`config.mk`:
```
export PLATFORM = sky130hd
export DESIGN_NAME = ScalarLane
export DESIGN_NICKNAME = d
export VERILOG_FILES = /design/src/pkgTpu.sv /design/src/RingBuff.sv /design/src/ALU.sv /design/src/LdStUnit.sv /design/src/ExecUnit_S.sv /design/src/RegFile.sv /design/src/ScalarLane.sv
export SDC_FILE = /design/constraint.sdc
export NUM_CORES = 2
export LEC_CHECK = 0
export ABC_AREA = 1
export BUFFER_PORTS_ARGS = -buffer_cell sky130_fd_sc_hd__buf_2
export CAP_MARGIN = 20
export CORE_ASPECT_RATIO = 1.25
export CORE_MARGIN = 2
export CORE_UTILIZATION = 44
export CTS_CLUSTER_SIZE = 8
export DETAILED_ROUTE_END_ITERATION = 7
export GPL_TIMING_DRIVEN = 0
export PLACE_DENSITY = 0.57
export RECOVER_POWER = 100
export SYNTH_ARGS = -nofsm -noshare
export SYNTH_HDL_FRONTEND = slang
export SYNTH_SLANG_ARGS = --single-unit
```
`constraint.sdc`:
```
create_clock -name clock -period 9.85 [get_ports clock]
set_input_delay 0.4925 -clock clock [delete_from_list [all_inputs] [get_ports clock]]
set_output_delay 0.4925 -clock clock [all_outputs]
set_load 0.02 [all_outputs]
```
`src/pkgTpu.sv`:
```
/*
 * Shared definitions of the scalar execution lane
 * Operand words, issue tags, commands, memory requests and opcode helpers
 */
package pkgTpu;

	////////////////////////////////////////////////////////////////////////////
	// Basic words
	typedef logic [31:0]	dataT;				// Operand and result word
	typedef logic [7:0]		issueNoT;			// Issue number, wraps at 256
	typedef logic [3:0]		regIdxT;			// Register index

	typedef enum logic [3:0] {
		opAdd		= 4'h0,
		opSub		= 4'h1,
		opAnd		= 4'h2,
		opOr		= 4'h3,
		opXor		= 4'h4,
		opShl		= 4'h5,
		opMov		= 4'h6,						// Copy of src1
		opMovHi		= 4'h7,						// Constant 32'h78000000
		opMovZero	= 4'h8,						// Constant zero
		opLoad		= 4'h9,
		opStore		= 4'hA
	} opT;

	////////////////////////////////////////////////////////////////////////////
	// Bundles
	typedef struct packed {
		logic			valid;
		opT				op;
		regIdxT			dst;
		regIdxT			src1;
		regIdxT			src2;
		logic			useImm;					// Immediate replaces src2
		logic			ldStPort;				// High selects the odd unit
		logic [15:0]	imm;					// Sign-extended on use
	} exeCmdT;

	typedef struct packed {
		issueNoT		issueNo;
		regIdxT			dst;
	} wbTokenT;

	typedef struct packed {
		logic			valid;
		logic			write;					// Store when high
		dataT			address;
	} ldStCmdT;

	typedef struct packed {
		exeCmdT			cmd;
		wbTokenT		token;
		dataT			data1;
		dataT			data2;
	} pipeExeT;

	////////////////////////////////////////////////////////////////////////////
	// Constants and helpers
	localparam dataT	movHiConst	= 32'h78000000;
	localparam issueNoT	noAge		= '0;		// Age of a source with no result

	// Larger value means an older result
	function automatic issueNoT ageOf(issueNoT current, issueNoT tag);
		return issueNoT'(current - tag);
	endfunction

	function automatic logic isAluOp(opT op);
		return op inside {opAdd, opSub, opAnd, opOr, opXor, opShl};
	endfunction

	function automatic logic isMoveOp(opT op);
		return op inside {opMov, opMovHi, opMovZero};
	endfunction

	function automatic logic isLdStOp(opT op);
		return op inside {opLoad, opStore};
	endfunction

	function automatic dataT sextImm(logic [15:0] imm);
		return {{16{imm[15]}}, imm};
	endfunction

endpackage

```
`src/RingBuff.sv`:
```
/*
 * RingBuff
 * Circular buffer with a type-parameterised entry, head visible on q
 */
`timescale 1ns/10ps

module RingBuff #(
	parameter int	numEntry	= 8,
	parameter type	TYPE		= logic [31:0]
)(
	input	logic		clock,
	input	logic		reset,
	input	logic		we,
	input	logic		re,
	input	TYPE		data,
	output	TYPE		q,
	output	logic		full,
	output	logic		empty
);

	localparam int ptrW = (numEntry > 1) ? $clog2(numEntry) : 1;
	localparam int cntW = $clog2(numEntry + 1);

	TYPE				mem [numEntry];
	logic [ptrW-1:0]	wrPtr;
	logic [ptrW-1:0]	rdPtr;
	logic [cntW-1:0]	count;
	logic				doWrite;
	logic				doRead;

	assign full		= (count == cntW'(numEntry));
	assign empty	= (count == '0);
	assign doWrite	= we & ~full;
	assign doRead	= re & ~empty;
	assign q		= mem[rdPtr];					// No read latency

	always_ff @(posedge clock) begin
		if (reset) begin
			wrPtr <= '0;
			rdPtr <= '0;
			count <= '0;
		end else begin
			if (doWrite)
				wrPtr <= (wrPtr == ptrW'(numEntry - 1)) ? '0 : wrPtr + 1'b1;
			if (doRead)
				rdPtr <= (rdPtr == ptrW'(numEntry - 1)) ? '0 : rdPtr + 1'b1;
			if (doWrite & ~doRead)
				count <= count + 1'b1;
			else if (doRead & ~doWrite)
				count <= count - 1'b1;
		end
	end

	always_ff @(posedge clock) begin
		if (doWrite)
			mem[wrPtr] <= data;
	end

endmodule

```
`src/ALU.sv`:
```
/*
 * ALU
 * Two-stage integer pipeline, the output stage holds until taken
 */
`timescale 1ns/10ps

module ALU (
	input	logic				clock,
	input	logic				reset,
	input	logic				req,
	input	logic				take,
	input	pkgTpu::exeCmdT		cmd,
	input	pkgTpu::wbTokenT	token,
	input	pkgTpu::dataT		data1,
	input	pkgTpu::dataT		data2,
	output	logic				ready,
	output	logic				stall,
	output	pkgTpu::wbTokenT	resToken,
	output	pkgTpu::dataT		resData
);

	import pkgTpu::*;

	logic		s1Valid;
	logic		s2Valid;
	opT			s1Op;
	wbTokenT	s1Token;
	dataT		s1A;
	dataT		s1B;
	dataT		aluOut;
	logic		advance;

	assign advance	= s1Valid & (~s2Valid | take);	// Stage 1 moves on
	assign ready	= s2Valid;
	assign stall	= s1Valid & s2Valid & ~take;

	always_comb begin
		case (s1Op)
			opAdd:		aluOut = s1A + s1B;
			opSub:		aluOut = s1A - s1B;
			opAnd:		aluOut = s1A & s1B;
			opOr:		aluOut = s1A | s1B;
			opXor:		aluOut = s1A ^ s1B;
			opShl:		aluOut = s1A << s1B[4:0];
			default:	aluOut = '0;
		endcase
	end

	always_ff @(posedge clock) begin
		if (reset) begin
			s1Valid <= 1'b0;
			s2Valid <= 1'b0;
		end else begin
			if (req)
				s1Valid <= 1'b1;
			else if (advance)
				s1Valid <= 1'b0;
			if (advance)
				s2Valid <= 1'b1;
			else if (take)
				s2Valid <= 1'b0;
		end
	end

	always_ff @(posedge clock) begin
		if (req) begin
			s1Op	<= cmd.op;
			s1Token	<= token;
			s1A		<= data1;
			s1B		<= data2;						// Immediate already merged
		end
		if (advance) begin
			resToken	<= s1Token;
			resData		<= aluOut;
		end
	end

endmodule

```
`src/LdStUnit.sv`:
```
/*
 * LdStUnit
 * Runs one load or store on a memory port and holds the loaded word
 */
`timescale 1ns/10ps

module LdStUnit (
	input	logic				clock,
	input	logic				reset,
	input	logic				req,
	input	logic				take,
	input	pkgTpu::exeCmdT		cmd,
	input	pkgTpu::wbTokenT	token,
	input	pkgTpu::dataT		data1,
	input	pkgTpu::dataT		data2,
	output	pkgTpu::ldStCmdT	ldSt,
	output	pkgTpu::dataT		stData,
	input	pkgTpu::dataT		ldData,
	input	logic				grant,
	input	logic				endAccess,
	output	logic				idle,
	output	logic				ready,
	output	pkgTpu::wbTokenT	resToken,
	output	pkgTpu::dataT		resData
);

	import pkgTpu::*;

	typedef enum logic [1:0] {
		stIdle,
		stRequest,
		stAccess,
		stResult
	} stateT;

	stateT		state;
	logic		isWrite;
	dataT		address;
	logic		accept;

	assign accept	= req & (state == stIdle);
	assign idle		= (state == stIdle);
	assign ready	= (state == stResult);

	assign ldSt = '{
		valid:		(state == stRequest),			// Held until grant
		write:		isWrite,
		address:	address
	};

	////////////////////////////////////////////////////////////////////////////
	// Sequencer
	always_ff @(posedge clock) begin
		if (reset) begin
			state <= stIdle;
		end else begin
			case (state)
				stIdle:		if (req)		state <= stRequest;
				stRequest:	if (grant)		state <= stAccess;
				stAccess:	if (endAccess)	state <= isWrite ? stIdle : stResult;
				stResult:	if (take)		state <= stIdle;
				default:					state <= stIdle;
			endcase
		end
	end

	////////////////////////////////////////////////////////////////////////////
	// Request and result payload
	always_ff @(posedge clock) begin
		if (accept) begin
			isWrite		<= (cmd.op == opStore);
			address		<= data1 + sextImm(cmd.imm);
			stData		<= data2;
			resToken	<= token;
		end
		if ((state == stAccess) & endAccess & ~isWrite)
			resData <= ldData;						// Sampled at end of access
	end

endmodule

```
`src/ExecUnit_S.sv`:
```
/*
 * ExecUnit_S
 * Splits commands over the ALU, move queue and two load/store units,
 * then writes back the oldest ready result each cycle
 */
`timescale 1ns/10ps

module ExecUnit_S #(
	parameter int moveDepth = 8
)(
	input	logic				clock,
	input	logic				reset,
	input	pkgTpu::pipeExeT	command,
	output	pkgTpu::ldStCmdT	ldSt0,
	output	pkgTpu::ldStCmdT	ldSt1,
	output	pkgTpu::dataT		stData0,
	output	pkgTpu::dataT		stData1,
	input	pkgTpu::dataT		ldData0,
	input	pkgTpu::dataT		ldData1,
	input	logic [1:0]			ldGrant,
	input	logic [1:0]			endAccess,
	output	logic				busy,
	input	pkgTpu::issueNoT	issueNo,
	output	logic				wbValid,
	output	pkgTpu::wbTokenT	wbToken,
	output	pkgTpu::dataT		wbData
);

	import pkgTpu::*;

	localparam int srcAlu	= 0;
	localparam int srcMove	= 1;
	localparam int srcLd0	= 2;
	localparam int srcLd1	= 3;
	localparam int numSrc	= 4;

	exeCmdT					cmd;
	logic					aluReq;
	logic					moveReq;
	logic [1:0]				ldStReq;
	dataT					moveData;
	logic					aluStall;
	logic					tokFull;
	logic					tokEmpty;
	logic					datFull;
	logic					datEmpty;
	logic [1:0]				ldStIdle;
	logic [numSrc-1:0]		srcReady;
	logic [numSrc-1:0]		take;
	wbTokenT				srcToken [numSrc];
	dataT					srcData [numSrc];
	issueNoT				srcAge [numSrc];
	issueNoT				bestAge;
	logic [1:0]				sel;

	////////////////////////////////////////////////////////////////////////////
	// Decode
	assign cmd			= command.cmd;
	assign aluReq		= cmd.valid & isAluOp(cmd.op);
	assign moveReq		= cmd.valid & isMoveOp(cmd.op);
	assign ldStReq[0]	= cmd.valid & isLdStOp(cmd.op) & ~cmd.ldStPort;	// Even port
	assign ldStReq[1]	= cmd.valid & isLdStOp(cmd.op) & cmd.ldStPort;		// Odd port

	assign moveData		= (cmd.op == opMovHi)	? movHiConst :
							(cmd.op == opMovZero)	? '0 :
													command.data1;

	assign srcReady[srcMove]	= ~tokEmpty & ~datEmpty;
	assign busy					= ~&ldStIdle | tokFull | datFull | aluStall;

	////////////////////////////////////////////////////////////////////////////
	// Oldest-first write-back select
	always_comb begin
		bestAge	= noAge;
		sel		= '0;
		for (int i = 0; i < numSrc; i++) begin
			srcAge[i] = srcReady[i] ? ageOf(issueNo, srcToken[i].issueNo) : noAge;
			if (srcAge[i] > bestAge) begin
				bestAge	= srcAge[i];
				sel		= 2'(i);
			end
		end
	end

	assign wbValid	= (bestAge != noAge);
	assign take		= numSrc'(wbValid) << sel;	// One strobe per cycle
	assign wbToken	= srcToken[sel];
	assign wbData	= srcData[sel];

	ALU u_ALU (
		.clock(clock),			.reset(reset),
		.req(aluReq),			.take(take[srcAlu]),
		.cmd(cmd),				.token(command.token),
		.data1(command.data1),	.data2(command.data2),
		.ready(srcReady[srcAlu]),	.stall(aluStall),
		.resToken(srcToken[srcAlu]),	.resData(srcData[srcAlu])
	);

	LdStUnit u_LdStEven (
		.clock(clock),			.reset(reset),
		.req(ldStReq[0]),		.take(take[srcLd0]),
		.cmd(cmd),				.token(command.token),
		.data1(command.data1),	.data2(command.data2),
		.ldSt(ldSt0),			.stData(stData0),		.ldData(ldData0),
		.grant(ldGrant[0]),		.endAccess(endAccess[0]),
		.idle(ldStIdle[0]),		.ready(srcReady[srcLd0]),
		.resToken(srcToken[srcLd0]),	.resData(srcData[srcLd0])
	);

	LdStUnit u_LdStOdd (
		.clock(clock),			.reset(reset),
		.req(ldStReq[1]),		.take(take[srcLd1]),
		.cmd(cmd),				.token(command.token),
		.data1(command.data1),	.data2(command.data2),
		.ldSt(ldSt1),			.stData(stData1),		.ldData(ldData1),
		.grant(ldGrant[1]),		.endAccess(endAccess[1]),
		.idle(ldStIdle[1]),		.ready(srcReady[srcLd1]),
		.resToken(srcToken[srcLd1]),	.resData(srcData[srcLd1])
	);

	RingBuff #(.numEntry(moveDepth), .TYPE(wbTokenT)) u_MoveTokenBuff (
		.clock(clock),	.reset(reset),
		.we(moveReq),	.re(take[srcMove]),
		.data(command.token),	.q(srcToken[srcMove]),
		.full(tokFull),	.empty(tokEmpty)
	);

	RingBuff #(.numEntry(moveDepth), .TYPE(dataT)) u_MoveDataBuff (
		.clock(clock),	.reset(reset),
		.we(moveReq),	.re(take[srcMove]),
		.data(moveData),	.q(srcData[srcMove]),
		.full(datFull),	.empty(datEmpty)
	);

endmodule

```
`src/RegFile.sv`:
```
/*
 * RegFile
 * Sixteen 32-bit registers, two asynchronous reads and one write
 */
`timescale 1ns/10ps

module RegFile (
	input	logic				clock,
	input	logic				reset,
	input	logic				we,
	input	pkgTpu::regIdxT		wAddr,
	input	pkgTpu::regIdxT		rAddr1,
	input	pkgTpu::regIdxT		rAddr2,
	input	pkgTpu::dataT		wData,
	output	pkgTpu::dataT		rData1,
	output	pkgTpu::dataT		rData2
);

	import pkgTpu::*;

	dataT	regs [16];

	assign rData1 = regs[rAddr1];
	assign rData2 = regs[rAddr2];

	always_ff @(posedge clock) begin
		if (reset) begin
			for (int i = 0; i < 16; i++)
				regs[i] <= '0;
		end else if (we) begin
			regs[wAddr] <= wData;					// Visible after the edge
		end
	end

endmodule

```
`src/ScalarLane.sv`:
```
/*
 * ScalarLane
 * Scalar execution lane with issue counter, operand read and write-back
 */
`timescale 1ns/10ps

module ScalarLane #(
	parameter int moveDepth = 8
)(
	input	logic				clock,
	input	logic				reset,
	input	pkgTpu::exeCmdT		cmd,
	output	logic				busy,
	output	pkgTpu::ldStCmdT	ldSt0,
	output	pkgTpu::ldStCmdT	ldSt1,
	output	pkgTpu::dataT		stData0,
	output	pkgTpu::dataT		stData1,
	input	pkgTpu::dataT		ldData0,
	input	pkgTpu::dataT		ldData1,
	input	logic [1:0]			ldGrant,
	input	logic [1:0]			endAccess,
	output	logic				wbValid,
	output	pkgTpu::wbTokenT	wbToken,
	output	pkgTpu::dataT		wbData
);

	import pkgTpu::*;

	issueNoT	issueCnt;
	dataT		rData1;
	dataT		rData2;
	pipeExeT	command;

	always_ff @(posedge clock) begin
		if (reset)
			issueCnt <= '0;
		else if (cmd.valid)
			issueCnt <= issueCnt + 1'b1;			// Next tag to hand out
	end

	always_comb begin
		command.cmd				= cmd;
		command.token.issueNo	= issueCnt;
		command.token.dst		= cmd.dst;
		command.data1			= rData1;
		command.data2			= (cmd.useImm & isAluOp(cmd.op)) ? sextImm(cmd.imm) : rData2;
	end

	RegFile u_RegFile (
		.clock(clock),		.reset(reset),
		.we(wbValid),		.wAddr(wbToken.dst),	.wData(wbData),
		.rAddr1(cmd.src1),	.rAddr2(cmd.src2),
		.rData1(rData1),	.rData2(rData2)
	);

	ExecUnit_S #(.moveDepth(moveDepth)) u_ExecUnit (
		.clock(clock),			.reset(reset),
		.command(command),		.issueNo(issueCnt),
		.ldSt0(ldSt0),			.ldSt1(ldSt1),
		.stData0(stData0),		.stData1(stData1),
		.ldData0(ldData0),		.ldData1(ldData1),
		.ldGrant(ldGrant),		.endAccess(endAccess),
		.busy(busy),
		.wbValid(wbValid),		.wbToken(wbToken),		.wbData(wbData)
	);

endmodule

```
==> results.toml <==
[synthesis]
synth.avg_cell_area_um2 = 9.77
async_flop_share_pct = 0
yosysUniqueCellTypes = 58
ys_ff_latch = 1246
synth_compound_area_share_pct = 16.6
synth_xor_area_share_pct = 1.07
synthFlopType = "edfxtp_1"
synthSimpleGateAreaFrac_pct = 14.4
synth_top_family_by_area = "compound AO/OA/AOI/OAI gates"
synth_adder_area_share_pct = 4.08
synthMuxAreaShare_pct = 0.297
syn_inst = 6553
synth-seq-area-share_pct = 57.8
synth_area_um2 = 64000
synth_nets = 6862
synth-edff-count = 1206
yosys_warnings = 0

[sta]
setup_viol = 0
hold_viol = 0
min_period_ps = 9420
final-max-slew-violation-count = 243
slew_headroom_pct = -37.1
worst_pin_slew_ps = 2060
fin_skew_ps = 43.8
fmax_mhz = 106
fin_crit_sh_pct = 95.6

[finish]
areaGrowthSynthToFinish_pct = 16.7
layout_common_cells = "1206 x edfxtp_1, 1181 x nor2_1, 889 x o21ai_0, 727 x nand2_1, 514 x clkbuf_1"
drive_above_1_share_pct = 9.45
fin_nets = 7465
fin_util_pct = 51.7
final_common_cell = "edfxtp_1"

[outcome]
outcome = "finished with violations"
violations = "capacitance limit, slew limit"

[route]
vias = 56800
ant_nets = 0
wirelength_mm = 284
dr.first_iter.drc_count = 7992
drc = 0
route.detailed.vias_per_inst = 6.23
dr.pass1.iters = 7
wl_per_cell_um = 31.2

[global_route]
antenna_found_initial = 18
grt_overflow = 0
grt_pass1_wl_mm = 393
grt_usage_pct = 37.3
grt_max_degree = 33
grt_pass1_vias = 53900

[clocking]
cts.sink_count = 1246
cts-buffers-inserted = 174
cts_tree = "built"
root_buffer = "clkbuf_16"
clkLatencyLatePin_ps = 830
clock_path_buffers = 3
clk_pin_slew_ps = 50
htreeDepth = 4

[setup_path]
cp_slowest_cell = "nand2_1"
cp.arrival_ps = 9920
critPathMaxFanout = 28
slowest_delay_ps = 530
path_common_cell = "nand2_1"
startpoint_type = "register"
cp-end-kind = "register"
crit_type = "reg -> reg"
worstPathRequired_ps = 10350

[place]
gp_congestion = 1.07
dp_hpwl_mm = 212
port_buffers = 276

[floorplan]
initial_core_util_pct = 44.3
core_region_area_um2 = 145000
die_width_um = 345
rows = 156
ios = 283
die_height_um = 430
die-area_um2 = 149000

[hold_path]
hold_path.class = "in -> reg"
min_from = "cmd[34]"

[run]
max_cap_violations = 12
synthesized netlist by cell type (all sizes together) (4+ instances only):
library cell / instances / area share, %
inv: 435 / 2.6
nor2: 1234 / 7.5
a31o: 11 / 0.15
fa: 8 / 0.25
or2: 14 / 0.14
a21oi: 350 / 2.8
a221oi: 28 / 0.38
o221ai: 135 / 1.8
nand3b: 6 / 0.070
nand3: 212 / 1.7
xnor2: 17 / 0.23
o211ai: 94 / 1.1
nand2: 755 / 4.5
o22ai: 105 / 1.0
o21ai: 908 / 7.1
buf: 149 / 1.2
o21bai: 8 / 0.094
nor3: 33 / 0.28
ha: 196 / 3.8
o21a: 16 / 0.19
mux2i: 19 / 0.30
a22oi: 6 / 0.070
and2: 4 / 0.039
a32o: 12 / 0.19
o32ai: 39 / 0.53
o2111ai: 11 / 0.15
clkbuf: 319 / 1.9
dfxtp: 40 / 1.3
xor2: 61 / 0.83
clkinv: 5 / 0.029
a211oi: 7 / 0.082
a31oi: 32 / 0.31
a21o: 37 / 0.43
o31ai: 4 / 0.047
edfxtp: 1206 / 57
nand4: 19 / 0.19
a21boi: 6 / 0.070
metal layers:
layer  global-route usage (%)  wire [µm]
met1                     44.7     103000
met2                     59.5     129000
met3                     10.0      29900
met4                     24.4      22100
met5                        0         70
worst max-delay path, delay by kind of cell, from the launching register on:
kind | cells | cell delay [ps]
and+or+nand+nor | 28 | 3760
AOI/OAI and AO/OA | 7 | 1280
adders and majority gates | 5 | 1540
buffers and inverters | 11 | 1980
DFF | 1 | 400
cell families (layout without fill, tap and decap cells):
group | count (synthesis) | after routing
compound gates | 1813 | 1813
flops | 1246 | 1246
xor+xnor | 78 | 78
other cells | 0 | 12
simple gates | 2285 | 2285
fa+ha+maj | 204 | 204
mux | 19 | 19
buf+inv | 908 | 1560
state kept, by name (all words and copies together), names as in the netlist, 8 cells and up, named ones only:
name	flops
issueCnt	8
u_ExecUnit.u_ALU.resData	32
u_ExecUnit.u_ALU.resToken	12
u_ExecUnit.u_ALU.s1A	32
u_ExecUnit.u_ALU.s1B	32
u_ExecUnit.u_ALU.s1Token	12
u_ExecUnit.u_LdStEven.address	32
u_ExecUnit.u_LdStEven.resData	32
u_ExecUnit.u_LdStEven.resToken	12
u_ExecUnit.u_LdStEven.stData	32
u_ExecUnit.u_LdStOdd.address	32
u_ExecUnit.u_LdStOdd.resData	32
u_ExecUnit.u_LdStOdd.resToken	12
u_ExecUnit.u_LdStOdd.stData	32
u_ExecUnit.u_MoveDataBuff.mem	256
u_ExecUnit.u_MoveTokenBuff.mem	96
u_RegFile.regs	512
final timing paths:
path | endpoint | slack [ps] | depth (start not counted)
setup reg to reg | u_RegFile.regs[13][7] | 430 | 51
hold reg to reg | u_ExecUnit.u_ALU.resToken[9] | 420 | 0
hold / removal | issueCnt[2] | 50 | 3
setup / recovery | u_RegFile.regs[13][7] | 430 | 51
what timing repair did:
action                     in CTS  in global routing
setup buffers                   7                  5
gates resized for setup       110                 62
hold endpoints to repair      112                  0
pin swaps                       2                  6
setup endpoints to repair    1122                534
hold buffers                   72                  0
per-stage QoR:
step	TNS [ps]	std cells	worst slack, ps	area, µm²	hold slack, ps
after global placement	-1817560	8725	-3600	67800	401
after global routing	-1400	9102	-68.6	74700	48.2
after detailed placement	-902920	8802	-1440	69100	405
after CTS	-46.3	9081	-46.3	75000	3.93
final	0	9113	430	74700	50.9
after floorplan	0	6553	856	64000	400
final cells by class:
type	instances	area [µm²]
Fill cell	13200	69900
Sequential cell	1246	37000
Multi-Input combinational cell	4399	23800
Clock buffer	213	4560
Timing Repair Buffer	456	3030
Tap cell	1896	2370
Buffer	439	2060
Inverter	440	1660
Clock inverter	12	200
Antenna cell	12	30.0
Power is not shown: default switching activity piles up to over one toggle a cycle in this logic, so the estimate is an artifact.
